File: src/width_pkg.sv
package width_pkg;

  // ------------------------------------------------------------------------
  // Bus geometry
  // ------------------------------------------------------------------------

  // Byte lanes on the upstream and downstream data buses
  localparam int unsigned wide_bytes_p   = 8;
  localparam int unsigned narrow_bytes_p = 4;

  // Command field widths
  localparam int unsigned addr_width_p = 32;
  localparam int unsigned len_width_p  = 8;
  localparam int unsigned size_width_p = 3;

  // Largest legal size code, log2 of the narrow lane count
  localparam int unsigned max_size_p = $clog2(narrow_bytes_p);

  // Byte offset of an address within one wide beat
  localparam int unsigned wide_off_width_p = $clog2(wide_bytes_p);

  // Beat buffer depth, also the producer's starting credit count
  localparam int unsigned fifo_depth_p = 4;
  localparam int unsigned ptr_width_p  = $clog2(fifo_depth_p);
  localparam int unsigned cnt_width_p  = $clog2(fifo_depth_p + 1);

  // ------------------------------------------------------------------------
  // Types
  // ------------------------------------------------------------------------

  // One data beat, stamped with its address offset and size
  typedef struct packed {
    logic [8*wide_bytes_p-1:0]   data;
    logic [wide_bytes_p-1:0]     strb;
    logic [wide_off_width_p-1:0] addr_lo;
    logic [size_width_p-1:0]     size;
    logic                        last;
  } beat_t;

  typedef enum logic [1:0] {burst_idle, burst_cmd, burst_data} burst_state_e;

endpackage
File: src/width_if.sv
// Producer to buffer link, credit based
interface beat_push_if;
  import width_pkg::*;

  // Beat written into the buffer this cycle
  logic  push_en;
  beat_t beat;

  // One credit handed back per popped entry
  logic  credit_return;

  modport push (
    output push_en,
    output beat,
    input  credit_return
  );

  modport sink (
    input  push_en,
    input  beat,
    output credit_return
  );

endinterface

// Buffer to consumer link, valid/pop handshake
interface beat_pop_if;
  import width_pkg::*;

  logic  valid;
  beat_t beat;
  logic  pop;

  modport source (
    output valid,
    output beat,
    input  pop
  );

  modport sink (
    input  valid,
    input  beat,
    output pop
  );

endinterface

File: src/width_down_top.sv
module width_down_top (
  input  logic                                   clk_i,
  input  logic                                   rst_ni,
  // Upstream command
  input  logic                                   s_aw_valid,
  output logic                                   s_aw_ready,
  input  logic [width_pkg::addr_width_p-1:0]     s_aw_addr,
  input  logic [width_pkg::len_width_p-1:0]      s_aw_len,
  input  logic [width_pkg::size_width_p-1:0]     s_aw_size,
  // Upstream data, wide
  input  logic                                   s_w_valid,
  output logic                                   s_w_ready,
  input  logic [8*width_pkg::wide_bytes_p-1:0]   s_w_data,
  input  logic [width_pkg::wide_bytes_p-1:0]     s_w_strb,
  input  logic                                   s_w_last,
  // Downstream command
  output logic                                   m_aw_valid,
  input  logic                                   m_aw_ready,
  output logic [width_pkg::addr_width_p-1:0]     m_aw_addr,
  output logic [width_pkg::len_width_p-1:0]      m_aw_len,
  output logic [width_pkg::size_width_p-1:0]     m_aw_size,
  // Downstream data, narrow
  output logic                                   m_w_valid,
  input  logic                                   m_w_ready,
  output logic [8*width_pkg::narrow_bytes_p-1:0] m_w_data,
  output logic [width_pkg::narrow_bytes_p-1:0]   m_w_strb,
  output logic                                   m_w_last
);

  beat_push_if push_bus ();
  beat_pop_if  pop_bus ();

  burst_accept u_accept (
    .clk_i      (clk_i),
    .rst_ni     (rst_ni),
    .s_aw_valid (s_aw_valid),
    .s_aw_ready (s_aw_ready),
    .s_aw_addr  (s_aw_addr),
    .s_aw_len   (s_aw_len),
    .s_aw_size  (s_aw_size),
    .s_w_valid  (s_w_valid),
    .s_w_ready  (s_w_ready),
    .s_w_data   (s_w_data),
    .s_w_strb   (s_w_strb),
    .s_w_last   (s_w_last),
    .m_aw_valid (m_aw_valid),
    .m_aw_ready (m_aw_ready),
    .m_aw_addr  (m_aw_addr),
    .m_aw_len   (m_aw_len),
    .m_aw_size  (m_aw_size),
    .push_port  (push_bus)
  );

  beat_fifo u_fifo (
    .clk_i     (clk_i),
    .rst_ni    (rst_ni),
    .push_port (push_bus),
    .pop_port  (pop_bus)
  );

  lane_steer u_steer (
    .clk_i     (clk_i),
    .rst_ni    (rst_ni),
    .pop_port  (pop_bus),
    .m_w_valid (m_w_valid),
    .m_w_ready (m_w_ready),
    .m_w_data  (m_w_data),
    .m_w_strb  (m_w_strb),
    .m_w_last  (m_w_last)
  );

endmodule

File: src/lane_steer.sv
module lane_steer (
  input  logic                                   clk_i,
  input  logic                                   rst_ni,
  beat_pop_if.sink                               pop_port,
  output logic                                   m_w_valid,
  input  logic                                   m_w_ready,
  output logic [8*width_pkg::narrow_bytes_p-1:0] m_w_data,
  output logic [width_pkg::narrow_bytes_p-1:0]   m_w_strb,
  output logic                                   m_w_last
);
  import width_pkg::*;

  logic                        out_valid_q;
  logic [8*narrow_bytes_p-1:0] out_data_q, data_c;
  logic [narrow_bytes_p-1:0]   out_strb_q, strb_c;
  logic                        out_last_q;
  logic                        can_load, pop_fire;

  // Output register free now or freed this cycle
  assign can_load     = !out_valid_q || m_w_ready;
  assign pop_port.pop = pop_port.valid && can_load;
  assign pop_fire     = pop_port.valid && pop_port.pop;

  // ------------------------------------------------------------------------
  // Lane steering
  // ------------------------------------------------------------------------

  always_comb begin
    int w;
    int n;
    int span;
    int b;
    data_c = '0;
    strb_c = '0;
    w    = int'(pop_port.beat.addr_lo);
    n    = w % narrow_bytes_p;
    span = 1 << pop_port.beat.size;
    b    = 0;
    // Output byte o takes wide byte w + (o - n) inside the transfer span
    for (int o = 0; o < narrow_bytes_p; o++) begin
      if ((o >= n) && (o - n < span)) begin
        b = w + o - n;
        data_c[8*o +: 8] = pop_port.beat.data[8*b +: 8];
        strb_c[o]        = pop_port.beat.strb[b];
      end
    end
  end

  always_ff @(posedge clk_i or negedge rst_ni) begin
    if (!rst_ni) begin
      out_valid_q <= 1'b0;
    end else if (pop_fire) begin
      out_valid_q <= 1'b1;
    end else if (m_w_ready) begin
      out_valid_q <= 1'b0;
    end
  end

  // Payload only changes on a new beat
  always_ff @(posedge clk_i) begin
    if (pop_fire) begin
      out_data_q <= data_c;
      out_strb_q <= strb_c;
      out_last_q <= pop_port.beat.last;
    end
  end

  assign m_w_valid = out_valid_q;
  assign m_w_data  = out_data_q;
  assign m_w_strb  = out_strb_q;
  assign m_w_last  = out_last_q;

  a_hold_stable: assert property (@(posedge clk_i) disable iff (!rst_ni)
    (m_w_valid && !m_w_ready) |=>
      m_w_valid && $stable(m_w_data) && $stable(m_w_strb) && $stable(m_w_last));

endmodule

File: src/beat_fifo.sv
module beat_fifo (
  input  logic        clk_i,
  input  logic        rst_ni,
  beat_push_if.sink   push_port,
  beat_pop_if.source  pop_port
);
  import width_pkg::*;

  // ------------------------------------------------------------------------
  // Storage and pointers
  // ------------------------------------------------------------------------

  beat_t mem_q [fifo_depth_p];

  logic [ptr_width_p-1:0] wr_ptr_q, rd_ptr_q;
  logic [cnt_width_p-1:0] count_q;
  logic                   pop_fire;
  logic                   credit_q;

  assign pop_port.valid = (count_q != '0);
  assign pop_port.beat  = mem_q[rd_ptr_q];
  assign pop_fire       = pop_port.valid & pop_port.pop;

  // One credit per popped entry, a cycle later
  assign push_port.credit_return = credit_q;

  always_ff @(posedge clk_i) begin
    if (push_port.push_en) begin
      mem_q[wr_ptr_q] <= push_port.beat;
    end
  end

  always_ff @(posedge clk_i or negedge rst_ni) begin
    if (!rst_ni) begin
      wr_ptr_q <= '0;
      rd_ptr_q <= '0;
      count_q  <= '0;
      credit_q <= 1'b0;
    end else begin
      credit_q <= pop_fire;
      // Pointers wrap naturally, depth is a power of two
      if (push_port.push_en) begin
        wr_ptr_q <= wr_ptr_q + 1'b1;
      end
      if (pop_fire) begin
        rd_ptr_q <= rd_ptr_q + 1'b1;
      end
      count_q <= count_q + cnt_width_p'(push_port.push_en) - cnt_width_p'(pop_fire);
    end
  end

  // ------------------------------------------------------------------------
  // Checks
  // ------------------------------------------------------------------------

  // Credits upstream should make overflow impossible
  a_no_overflow: assert property (@(posedge clk_i) disable iff (!rst_ni)
    push_port.push_en |-> count_q != cnt_width_p'(fifo_depth_p));

  a_pop_valid: assert property (@(posedge clk_i) disable iff (!rst_ni)
    pop_port.pop |-> pop_port.valid);

endmodule

File: src/burst_accept.sv
module burst_accept (
  input  logic                               clk_i,
  input  logic                               rst_ni,
  input  logic                               s_aw_valid,
  output logic                               s_aw_ready,
  input  logic [width_pkg::addr_width_p-1:0] s_aw_addr,
  input  logic [width_pkg::len_width_p-1:0]  s_aw_len,
  input  logic [width_pkg::size_width_p-1:0] s_aw_size,
  input  logic                               s_w_valid,
  output logic                               s_w_ready,
  input  logic [8*width_pkg::wide_bytes_p-1:0] s_w_data,
  input  logic [width_pkg::wide_bytes_p-1:0] s_w_strb,
  input  logic                               s_w_last,
  output logic                               m_aw_valid,
  input  logic                               m_aw_ready,
  output logic [width_pkg::addr_width_p-1:0] m_aw_addr,
  output logic [width_pkg::len_width_p-1:0]  m_aw_len,
  output logic [width_pkg::size_width_p-1:0] m_aw_size,
  beat_push_if.push                          push_port
);
  import width_pkg::*;

  burst_state_e state_q, state_d;

  // Command held for the downstream port
  logic                    aw_valid_q;
  logic [addr_width_p-1:0] aw_addr_q;
  logic [len_width_p-1:0]  aw_len_q;
  logic [size_width_p-1:0] aw_size_q;

  // Beat tracking within the current burst
  logic [len_width_p-1:0]      remain_q;
  logic [wide_off_width_p-1:0] beat_lo_q, beat_lo_next, step;
  logic                        beats_done_q;

  logic [cnt_width_p-1:0] credit_q;
  logic                   push_q;
  beat_t                  beat_q;

  logic aw_fire, w_fire, m_aw_fire, last_c;

  assign s_aw_ready = (state_q == burst_idle);
  // The pending push has not yet been charged against the counter
  assign s_w_ready  = (state_q != burst_idle) && !beats_done_q &&
                      (credit_q > cnt_width_p'(push_q));

  assign aw_fire   = s_aw_valid & s_aw_ready;
  assign w_fire    = s_w_valid & s_w_ready;
  assign m_aw_fire = aw_valid_q & m_aw_ready;
  assign last_c    = (remain_q == '0);

  // Incrementing burst steps to the next size boundary
  assign step         = wide_off_width_p'(1) << aw_size_q;
  assign beat_lo_next = (beat_lo_q & ~(step - 1'b1)) + step;

  assign m_aw_valid = aw_valid_q;
  assign m_aw_addr  = aw_addr_q;
  assign m_aw_len   = aw_len_q;
  assign m_aw_size  = aw_size_q;

  assign push_port.push_en = push_q;
  assign push_port.beat    = beat_q;

  // ------------------------------------------------------------------------
  // Burst FSM
  // ------------------------------------------------------------------------

  always_comb begin
    state_d = state_q;
    unique case (state_q)
      burst_idle: begin
        if (aw_fire) state_d = burst_cmd;
      end
      burst_cmd: begin
        // Command may leave after all beats are already in
        if (m_aw_fire) begin
          state_d = (beats_done_q || (w_fire && last_c)) ? burst_idle : burst_data;
        end
      end
      burst_data: begin
        if (w_fire && last_c) state_d = burst_idle;
      end
      default: state_d = burst_idle;
    endcase
  end

  always_ff @(posedge clk_i or negedge rst_ni) begin
    if (!rst_ni) begin
      state_q      <= burst_idle;
      aw_valid_q   <= 1'b0;
      beats_done_q <= 1'b0;
      push_q       <= 1'b0;
      credit_q     <= cnt_width_p'(fifo_depth_p);
    end else begin
      state_q <= state_d;
      push_q  <= w_fire;
      credit_q <= credit_q - cnt_width_p'(push_q) +
                  cnt_width_p'(push_port.credit_return);
      if (aw_fire) begin
        aw_valid_q <= 1'b1;
      end else if (m_aw_fire) begin
        aw_valid_q <= 1'b0;
      end
      if (aw_fire) begin
        beats_done_q <= 1'b0;
      end else if (w_fire && last_c) begin
        beats_done_q <= 1'b1;
      end
    end
  end

  // Command and beat payload
  always_ff @(posedge clk_i) begin
    if (aw_fire) begin
      aw_addr_q <= s_aw_addr;
      aw_len_q  <= s_aw_len;
      aw_size_q <= s_aw_size;
      remain_q  <= s_aw_len;
      beat_lo_q <= s_aw_addr[wide_off_width_p-1:0];
    end else if (w_fire) begin
      remain_q  <= remain_q - 1'b1;
      beat_lo_q <= beat_lo_next;
    end
    if (w_fire) begin
      beat_q.data    <= s_w_data;
      beat_q.strb    <= s_w_strb;
      beat_q.addr_lo <= beat_lo_q;
      beat_q.size    <= aw_size_q;
      beat_q.last    <= last_c;
    end
  end

  a_push_credit: assert property (@(posedge clk_i) disable iff (!rst_ni)
    push_q |-> credit_q != '0);

  // Upstream last must agree with the beat count from the command
  a_last_match: assert property (@(posedge clk_i) disable iff (!rst_ni)
    w_fire |-> s_w_last == last_c);

  a_size_legal: assert property (@(posedge clk_i) disable iff (!rst_ni)
    s_aw_valid |-> s_aw_size <= size_width_p'(max_size_p));

endmodule

File: config.mk
export PLATFORM = sky130hd
export DESIGN_NAME = width_down_top
export DESIGN_NICKNAME = d
export VERILOG_FILES = /design/src/width_pkg.sv /design/src/width_if.sv /design/src/width_down_top.sv /design/src/lane_steer.sv /design/src/beat_fifo.sv /design/src/burst_accept.sv
export SDC_FILE = /design/constraint.sdc
export NUM_CORES = 1
export LEC_CHECK = 0
export ABC_AREA = 1
export BUFFER_PORTS_ARGS = -buffer_cell sky130_fd_sc_hd__buf_2
export CAP_MARGIN = 40
export CORE_MARGIN = 2
export CORE_UTILIZATION = 43
export DETAILED_ROUTE_END_ITERATION = 6
export HOLD_SLACK_MARGIN = 0.06
export SLEW_MARGIN = 20
export SYNTH_ARGS = -nofsm -noshare
export SYNTH_HDL_FRONTEND = slang
export SYNTH_SLANG_ARGS = --single-unit
File: constraint.sdc
create_clock -name clk_i -period 9.1 [get_ports clk_i]
set_clock_uncertainty 0.1 [all_clocks]
set_input_delay 2.73 -clock clk_i [delete_from_list [all_inputs] [get_ports clk_i]]
set_output_delay 2.73 -clock clk_i [all_outputs]
set_load 0.01 [all_outputs]
Word level (Yosys, flattened, before mapping)
Memories as Yosys holds them, arrays and structs flattened.
Index checks and enable logic that the tools add are counted.
{ "word_totals": {"regBits": 187, "latch_bits": 0, "ram_bits": 316, "rom_bits": 0, "in_bits": 122, "out_inout_bits": 84, "elab_cells": 131, "memories": 1} }
{ "classes": {"n_addsub": 20, "multipliers": 0, "div_mod_pow": 0, "order_cmp": 13, "n_eq_ne": 5, "shift": 6, "n_mux": 29, "bitwise_logic": 6, "n_reduce_logical": 22} }
{ "memory_table": {"columns": ["memory", "depth", "width", "rd", "rd_ports_with_merged_regs", "write_ports", "line", "source"], "rows": [
  ["u_fifo.mem_q", 4, 79, 1, 0, 1, "beat_fifo.sv:13", "beat_t mem_q [fifo_depth_p];"]
]} }
{ "ops": {"columns": ["op", "count"], "rows": [
  ["64-bit by 32-bit indexed part select with 8-bit output", 4],
  ["32-bit < comparator", 4],
  ["32-bit by 5-bit < comparator with 1-bit output (second input constant)", 4],
  ["32-bit by 3-bit subtractor with 32-bit output", 3],
  ["1-bit by 3-bit << shifter with 32-bit output (first input constant)", 1],
  ["1-bit two-way mux", 16],
  ["8-bit two-way mux", 2],
  ["1-bit binary-select mux with 3-bit select", 4],
  ["2-bit nonzero test", 5],
  ["1-bit logical AND", 9],
  ["3-bit by 2-bit adder with 4-bit output (second input constant)", 2],
  ["8-bit zero test", 1],
  ["2-bit two-way mux", 4],
  ["8-bit by 1-bit subtractor with 8-bit output (second input constant)", 1],
  ["3-bit by 1-bit adder with 3-bit output", 2],
  ["3-bit two-way mux", 2],
  ["2-bit case mux with 3 select lines", 1],
  ["1-bit by 2-bit subtractor with 3-bit output (first input constant)", 2],
  ["2-bit by 2-bit subtractor with 3-bit output (first input constant)", 2],
  ["3-bit by 1-bit subtractor with 3-bit output", 2],
  ["2-bit by 1-bit adder with 2-bit output (second input constant)", 2],
  ["3-bit by 1-bit adder with 4-bit output (second input constant)", 1],
  ["1-bit AND", 4],
  ["1-bit by 2-bit >= comparator with 1-bit output (first input constant)", 2],
  ["17 further kinds", 21]
]} }

Logic depth before layout (Yosys ltp)
Gate-level depths: netlist of the first run.
{ "depth": {"depth_word": 9, "depth_mapped": 16, "ltp_nobuf": 14} }

Modules after synthesis
A second synthesis of the first run with hierarchy kept.
{ "unflattened": {"hier_cells": 1587, "area_unflattened_um2": 20029.2} }
{ "modules_own_cells": {"columns": ["mod", "instances", "cells_per_inst", "area_per_inst_um2", "seq_area_each_um2"], "rows": [
  ["beat_fifo", 1, 1053, 12824.8, 9689.3],
  ["burst_accept", 1, 260, 4827.1, 4195.3],
  ["lane_steer", 1, 274, 2377.3, 1136.1]
]} }

Least setup slack after synthesis of the first run
Ideal clock, no wire load.
{ "synth_timing": {"path_type": "input to register", "from": "input s_w_valid", "to": "register u_accept.beat_lo_q[0], enable pin", "setup_time_ns": 0.321, "t_arrival_ns": 5.097, "t_required_ns": 8.679, "setup_slack_ns": 3.582, "stages": 2, "n_path_buf": 0, "path_cell_list": "and2_1 > or2_2"} }
{ "synth_between": {"elab_chain_len": 2} }
{ "synth_lines": {"columns": ["element", "line", "source"], "rows": [
  ["start, declared", "width_down_top.sv:11", "input logic s_w_valid,"],
  ["1-bit AND", "burst_accept.sv:48", "assign w_fire = s_w_valid & s_w_ready;"],
  ["2-bit nonzero test (no source line)", null, null],
  ["end signal, assigned", "burst_accept.sv:119", "beat_lo_q <= s_aw_addr[wide_off_width_p-1:0];"],
  ["end signal, assigned", "burst_accept.sv:122", "beat_lo_q <= beat_lo_next;"],
  ["end, declared", "burst_accept.sv:33", "logic [wide_off_width_p-1:0] beat_lo_q, beat_lo_next, step;"]
]} }
No other way between the ends.
A chain may end at the register's enable or synchronous reset.

Worst setup path after layout of the first run
{ "layout_timing": {"from": "register u_accept.push_q, in the netlist u_accept.push_port.push_en", "to": "output s_w_ready"} }
{ "layout_between": {"elab_chain_len": 2} }
{ "layout_lines": {"columns": ["element", "line", "source"], "rows": [
  ["start, declared", "burst_accept.sv:37", "logic push_q;"],
  ["start signal, assigned", "burst_accept.sv:96", "push_q <= w_fire;"],
  ["3-bit by 1-bit > comparator with 1-bit output", "burst_accept.sv:45", "(credit_q > cnt_width_p'(push_q));"],
  ["1-bit logical AND", "burst_accept.sv:44", "assign s_w_ready = (state_q != burst_idle) && !beats_done_q &&"],
  ["end, declared", "width_down_top.sv:12", "output logic s_w_ready,"]
]} }
No other way between the ends.

==> results of run 1 <==
sequential cells by signal (all words and copies together), names as in the netlist:
| register | flops |
|---|---|
| u_fifo.count_q | 3 |
| u_accept.m_aw_valid | 1 |
| u_accept.m_aw_addr | 32 |
| u_fifo.mem_q | 316 |
| u_accept.push_port.beat | 79 |
| u_accept.m_aw_len | 8 |
| u_steer.m_w_strb | 4 |
| u_fifo.wr_ptr_q | 2 |
| u_fifo.rd_ptr_q | 2 |
| u_accept.credit_q | 3 |
| u_steer.m_w_valid | 1 |
| u_fifo.push_port.credit_return | 1 |
| u_accept.push_port.push_en | 1 |
| u_steer.m_w_last | 1 |
| u_accept.m_aw_size | 3 |
| u_steer.m_w_data | 32 |
| u_accept.state_q | 2 |
| u_accept.remain_q | 8 |
| u_accept.beats_done_q | 1 |
| u_accept.beat_lo_q | 3 |
final cells by class:
class / count / area (um^2) / area share
clock inverters: 27 / 351.6 / 0.01527
well taps: 600 / 750.7 / 0.03261
flip-flops and latches: 503 / 15030 / 0.6527
multi-input cells: 771 / 4038 / 0.1754
inverters: 65 / 251.5 / 0.01092
repair buffers: 222 / 1234 / 0.05359
clock buffers: 65 / 1371 / 0.05957
worst max path at each step:
stage / end / slack (ps) / from
finish: s_w_ready / 4400 / u_accept.push_port.push_en$_DFF_PN0_
global route: s_w_ready / 4240 / u_accept.push_port.push_en$_DFF_PN0_
CTS: s_w_ready / 4340 / u_accept.push_port.push_en$_DFF_PN0_
detailed placement: u_fifo.count_q[2]$_DFF_PN0_ / 4250 / m_w_ready
global placement: u_fifo.count_q[2]$_DFF_PN0_ / 3940 / m_w_ready
floorplan: u_accept.beat_lo_q[0]$_DFFE_PP_ / 3580 / s_w_valid
through the flow:
step	cell area [um^2]	hold WS [ps]	instances	power (mW)	utilization
after floorplan	19630	326.8	1406	5.875	-
after global placement	21180	351.0	2156	6.713	0.4688
after detailed placement	21250	346.2	2159	6.831	0.4703
after CTS	22970	360.2	2251	8.999	0.5084
after global routing	23020	393.9	2253	9.539	0.5095
final	23020	354.8	2253	8.925	0.5095
cell families after synthesis:
kind of cell	share of synthesized area
compound gates	0.06500
flops	0.7650
fa+ha+maj	0.01835
mux	0.001020
xor+xnor	0.004907
simple gates	0.1161
buf+inv	0.02957
layer usage:
metal,global-route usage,vias to the layer above,part of all wire
li1,-,5506,-
met1,0.2486,5592,0.45
met2,0.2877,337,0.46
met3,0.04296,70,0.062
met4,0.05068,6,0.022
met5,0,-,0.00076
worst reg2reg max path: cells and delay by family, from the launching register on:
| kind | cells | cell delay [ps] |
|---|---|---|
| simple gates | 10 | 1480 |
| buf+inv | 5 | 1470 |
| flops | 1 | 720 |
| fa+ha+maj | 1 | 400 |
where the power goes:
part / switching, mW / internal (mW)
Clock: 0.846 / 1.31
Sequential: 0.273 / 3.37
Combinational: 2.18 / 0.943
Total: 3.30 / 5.63
cell usage in the layout (no fill, tap or decap), types with 8 or more instances in the layout:
master,count
a21oi_1,22
a31oi_1,10
buf_2,204
buf_4,13
bufinv_16,9
clkbuf_1,12
clkbuf_16,53
clkinv_1,9
clkinv_2,12
dfrtp_1,14
edfxtp_1,486
ha_1,24
inv_1,56
nand2_1,208
nand2_2,9
nand3_1,101
nand3_2,9
nor2_1,161
o21ai_0,132
o221ai_1,14
o22a_1,16
o22ai_1,15
xor2_1,8
==> results.json, run 1 <==
{
  "ys_types": 39,
  "initial_core_util": 0.4345,
  "finalSetupViolCount": 0,
  "synth-main-ff-cell": "edfxtp_1",
  "hp-start": "u_accept.beat_lo_q[1]$_DFFE_PP_",
  "antennaDiodeCount": 0,
  "insertion_delay_ps": 580,
  "hold-path-endpoint": "u_accept.push_port.beat[5]$_DFFE_PP_",
  "power_leakage_nw": 8.544,
  "ioPinCount": 206,
  "start_kind": "flip-flop",
  "critical-path-top-delay-family": "flip-flops",
  "ff2ff_setup_slack_ps": 4660,
  "nFillCells": 3815,
  "htreeDepth": 2,
  "cts_resized": 0,
  "arrival_ps": 1870,
  "first_global_vias": 11619,
  "fmax_ghz": 0.2128,
  "peakVddDrop_mv": 0.2348,
  "synthTopCellsByArea": "edfxtp_1 (74%), nand2_1 (4.0%), o21ai_0 (3.4%)",
  "antenna_found_initial": 3,
  "cts_hold_buf": 0,
  "yosys.area.top_type": "edfxtp_1",
  "slowest_stage": "dfrtp_1",
  "wl_per_cell_um": 18.67,
  "area_growth_pct": 17.26,
  "synth_edf_count": 486,
  "root_buffer": "clkbuf_16",
  "rsz0062_at_grt": "no",
  "clock_sink_count": 503,
  "critPathRequiredTime_ps": 6270,
  "synth_top_area_frac": 0.7433,
  "yosysMostFrequentCell": "edfxtp_1",
  "path_max_fanout": 10,
  "hold_viol_final": 0,
  "r2r_start": "u_fifo.rd_ptr_q[0]$_DFFE_PN0P_",
  "fin_tns_setup_ps": 0,
  "worst_path_largest_cell_delay_ps": 500,
  "async_reset_ff_frac": 0.03380,
  "ys_ff_latch": 503,
  "via_per_inst": 5.109,
  "die_w_um": 217.7,
  "synthTopCellsByCount": "edfxtp_1 (486), nand2_1 (209), nor2_1 (161)",
  "yosys_warnings": 0,
  "hold_path.class": "reg2reg",
  "r2r-end": "u_steer.m_w_data[8]$_SDFFCE_PN0P_",
  "synth.avg_cell_area_um2": 13.96,
  "fin_crit_ps": 4699,
  "hpwl_um": 24370,
  "slew_headroom": 0.4650,
  "io_buffers": 204,
  "ys_seq_area_frac": 0.7650,
  "gp_congestion": 0.7733,
  "rows": 78,
  "clk_pin_slew_ps": 60,
  "cap_violations": 0,
  "final_layout_size_suffix_gt1_frac": 0.2039,
  "outcome": "finished, final reports clean",
  "antenna_left": 0,
  "holdPathStages": 0,
  "dp_slack_ps": 4252,
  "die_y_um": 217.7,
  "synth_area_mm2": 0.01963,
  "cts_buffers": 51,
  "drt_iter0_drc": 842,
  "overflow": 0,
  "period_share": 0.5164,
  "worstSetupPathType": "reg2out",
  "vias": 11511,
  "dieArea_mm2": 0.04738,
  "coreArea_mm2": 0.04519,
  "grt_use_total": 0.1806,
  "fin_nets": 1763,
  "cp-end-kind": "output pin",
  "drc": 0,
  "crit_buf_inv": 1,
  "syn_inst": 1406,
  "grt_max_degree": 82,
  "crit_chain": "ha_1, nand2_1, nand3_1, a31oi_1, buf_2",
  "grt_pass1_wl_um": 65650,
  "worst_pin_slew_ps": 802.6,
  "p_per_area_mw_per_mm2": 387.7,
  "reg2regPathDepth": 16,
  "cts_setup_buffers": 0,
  "path_depth": 5,
  "firstDrtPassIters": 6,
  "cts_buffer_depth": 3,
  "drt-total-wl_um": 42060,
  "tritoncts": "built",
  "syn-num-nets": 1555,
  "postLayoutSetupSlackWorst_ps": 4401,
  "final_max_slew_viol_count": 0
}
No activity file was read; power rests on OpenSTA's default activity.
==> run 2, diff against run 1 <==
clock period = 3.85 ns   (was 9.1 ns; I/O delays follow)
==> run 2 against run 1 <==
Wire length is 0.58% lower; critical path type is now reg2reg; worst hold slack better by 23 ps; count of clock-buffer cells in the layout is 6 lower; via count is 0.95% higher; setup slack worse by 3700 ps; largest power group unchanged; critical path depth is 8 higher; sequential share of layout area is 0.19 points lower; final cell count is 0.75% higher; combinational power is 140% higher; register-to-register slack worse by 4000 ps; largest cell class unchanged; global-route usage is 0.26 points lower.
==> results.json, run 2 (synthesized netlist as in run 1, its figures left out) <==
{
  "gp_congestion": 0.7901,
  "fin_cells": 2270,
  "die_y_um": 217.7,
  "dieArea_mm2": 0.04738,
  "grt_use_total": 0.1781,
  "slew_headroom": 0.5013,
  "drc": 0,
  "root_buffer": "clkbuf_16",
  "via_per_inst": 5.119,
  "crit_top_cell": "nand2_1",
  "clk_pin_slew_ps": 60,
  "worst_path_largest_cell_delay_ps": 630,
  "antenna_left": 0,
  "power_leakage_nw": 8.591,
  "cts_resized": 0,
  "fin_nets": 1774,
  "final_max_slew_viol_count": 0,
  "p_per_area_mw_per_mm2": 910.6,
  "p_seq_frac": 0.410,
  "power.switching_mw": 7.858,
  "peakVddDrop_mv": 0.4811,
  "first_global_vias": 11592,
  "p_clk_frac": 0.237,
  "rows": 78,
  "antennaDiodeCount": 0,
  "fin_crit_ps": 3175,
  "slowest_stage": "dfrtp_4",
  "path_max_fanout": 36,
  "wl_per_cell_um": 18.42,
  "overflow": 0,
  "coreArea_mm2": 0.04519,
  "period_share": 0.8246,
  "final_layout_size_suffix_gt1_frac": 0.2126,
  "hpwl_um": 24630,
  "layout_commonest_cell": "edfxtp_1",
  "hold_viol_final": 0,
  "area_growth_pct": 17.60,
  "firstDrtPassIters": 5,
  "cap_violations": 0,
  "drt_iter0_drc": 765,
  "wl_met2_um": 19560,
  "insertion_delay_ps": 600,
  "grt_pass1_wl_um": 64560,
  "worst_pin_slew_ps": 747.2,
  "finalSetupViolCount": 0,
  "antenna_found_initial": 3,
  "ioPinCount": 206,
  "grt_max_degree": 97,
  "io_buffers": 204,
  "maxUsedRoutingLayer": "met5",
  "final_cell_mix": "edfxtp_1 (486), nand2_1 (208), buf_2 (204), nor2_1 (161), o21ai_0 (132)",
  "htreeDepth": 2,
  "cts_setup_buffers": 0,
  "cts_buffer_depth": 3,
  "tritoncts": "built",
  "swShare": 0.3738,
  "outcome": "finished, final reports clean",
  "cts_buffers": 53,
  "vias": 11620,
  "worstSetupPathType": "reg2reg",
  "regMostFlops": "u_fifo.mem_q",
  "arrival_ps": 3390,
  "critPathRequiredTime_ps": 4070,
  "cp-end-kind": "flip-flop",
  "cts_hold_buf": 0,
  "wl_met1_um": 18580,
  "start_kind": "flip-flop",
  "largest_reg_flops": 316,
  "initial_core_util": 0.4345,
  "die_w_um": 217.7,
  "combPwrFrac": 0.353,
  "rsz0062_at_grt": "no",
  "wl_met3_um": 2682,
  "fmax_ghz": 0.3150,
  "p_int_mw": 13.17,
  "crit_chain": "inv_4, buf_4, nand2_1, nand3_1, nand2_1, inv_1, nand3_1, ha_1, nand2_1, nand2_1, nand2_1, nand2_1, a21oi_1",
  "hold_path.class": "in2async",
  "fin_tns_setup_ps": 0,
  "clock_sink_count": 503,
  "dp.cells": 2169,
  "drt-total-wl_um": 41820
}
run 2: cell count changes in the layout (fill, tap and decap cells not counted), sizes merged:
cell	change
buf	+9
clkinvlp	+2
clkbuf	-6
inv	+3
bufinv	-4
clkinv	+13
run 2: worst max-delay path, delay by kind of cell (launching register included):
| kind | cells | cell delay (ps) |
|---|---|---|
| and+or+nand+nor | 8 | 990 |
| adders and majority gates | 1 | 300 |
| buffers and inverters | 3 | 700 |
| DFF | 1 | 630 |
| AOI/OAI and AO/OA | 1 | 150 |
run 2: worst paths after layout:
check / from / endpoint / slack, ps / cells past startpoint
min reg2reg: u_accept.beat_lo_q[1]$_DFFE_PP_ / u_accept.push_port.beat[5]$_DFFE_PP_ / 380 / 0
max in group asynchronous: rst_ni / u_fifo.rd_ptr_q[0]$_DFFE_PN0P_ / 2930 / 1
min: rst_ni / u_accept.credit_q[0]$_DFF_PN0_ / 380 / 1
max: u_fifo.rd_ptr_q[0]$_DFFE_PN0P_ / u_steer.m_w_data[16]$_SDFFCE_PN0P_ / 680 / 13
max reg2reg: u_fifo.rd_ptr_q[0]$_DFFE_PN0P_ / u_steer.m_w_data[16]$_SDFFCE_PN0P_ / 680 / 13
min in group clk_i: u_accept.beat_lo_q[1]$_DFFE_PP_ / u_accept.push_port.beat[5]$_DFFE_PP_ / 380 / 0
run 2: per-layer routing:
metal	track usage	up-vias
li1	-	5532
met1	0.2437	5643
met2	0.2857	367
met3	0.03794	72
met4	0.05662	6
met5	0	-
run 2: final cells by class:
cell class / instances / area (um^2)
fill: 3862 / 22100
sequential: 503 / 15030
timing repair buffer: 231 / 1299
inverter: 65 / 251.5
clock inverter: 41 / 355.3
tap: 600 / 750.7
multi-input combinational: 771 / 4038
clock buffer: 59 / 1370
run 2: stage by stage:
step                      setup WS (ps)  utilization  total power, mW  area, um^2  hold slack [ps]
final                             675.4       0.5110            21.02       23090            377.7
after global routing              369.7       0.5110            22.44       23090            379.3
after CTS                         629.0       0.5106            21.21       23070            362.4
after detailed placement          633.4       0.4724            16.19       21340            360.5
after global placement            748.2       0.4724            15.93       21340            354.0
after floorplan                   469.9            -            13.87       19640            326.8
run 2: power groups by stage:
stage	Combinational [mW]	Clock, mW	Sequential, mW
global placement	7.24	0	8.68
CTS	7.48	5.10	8.63
global route	8.38	5.31	8.76
finish	7.42	4.98	8.62
floorplan	5.23	0	8.64
detailed placement	7.46	0	8.73
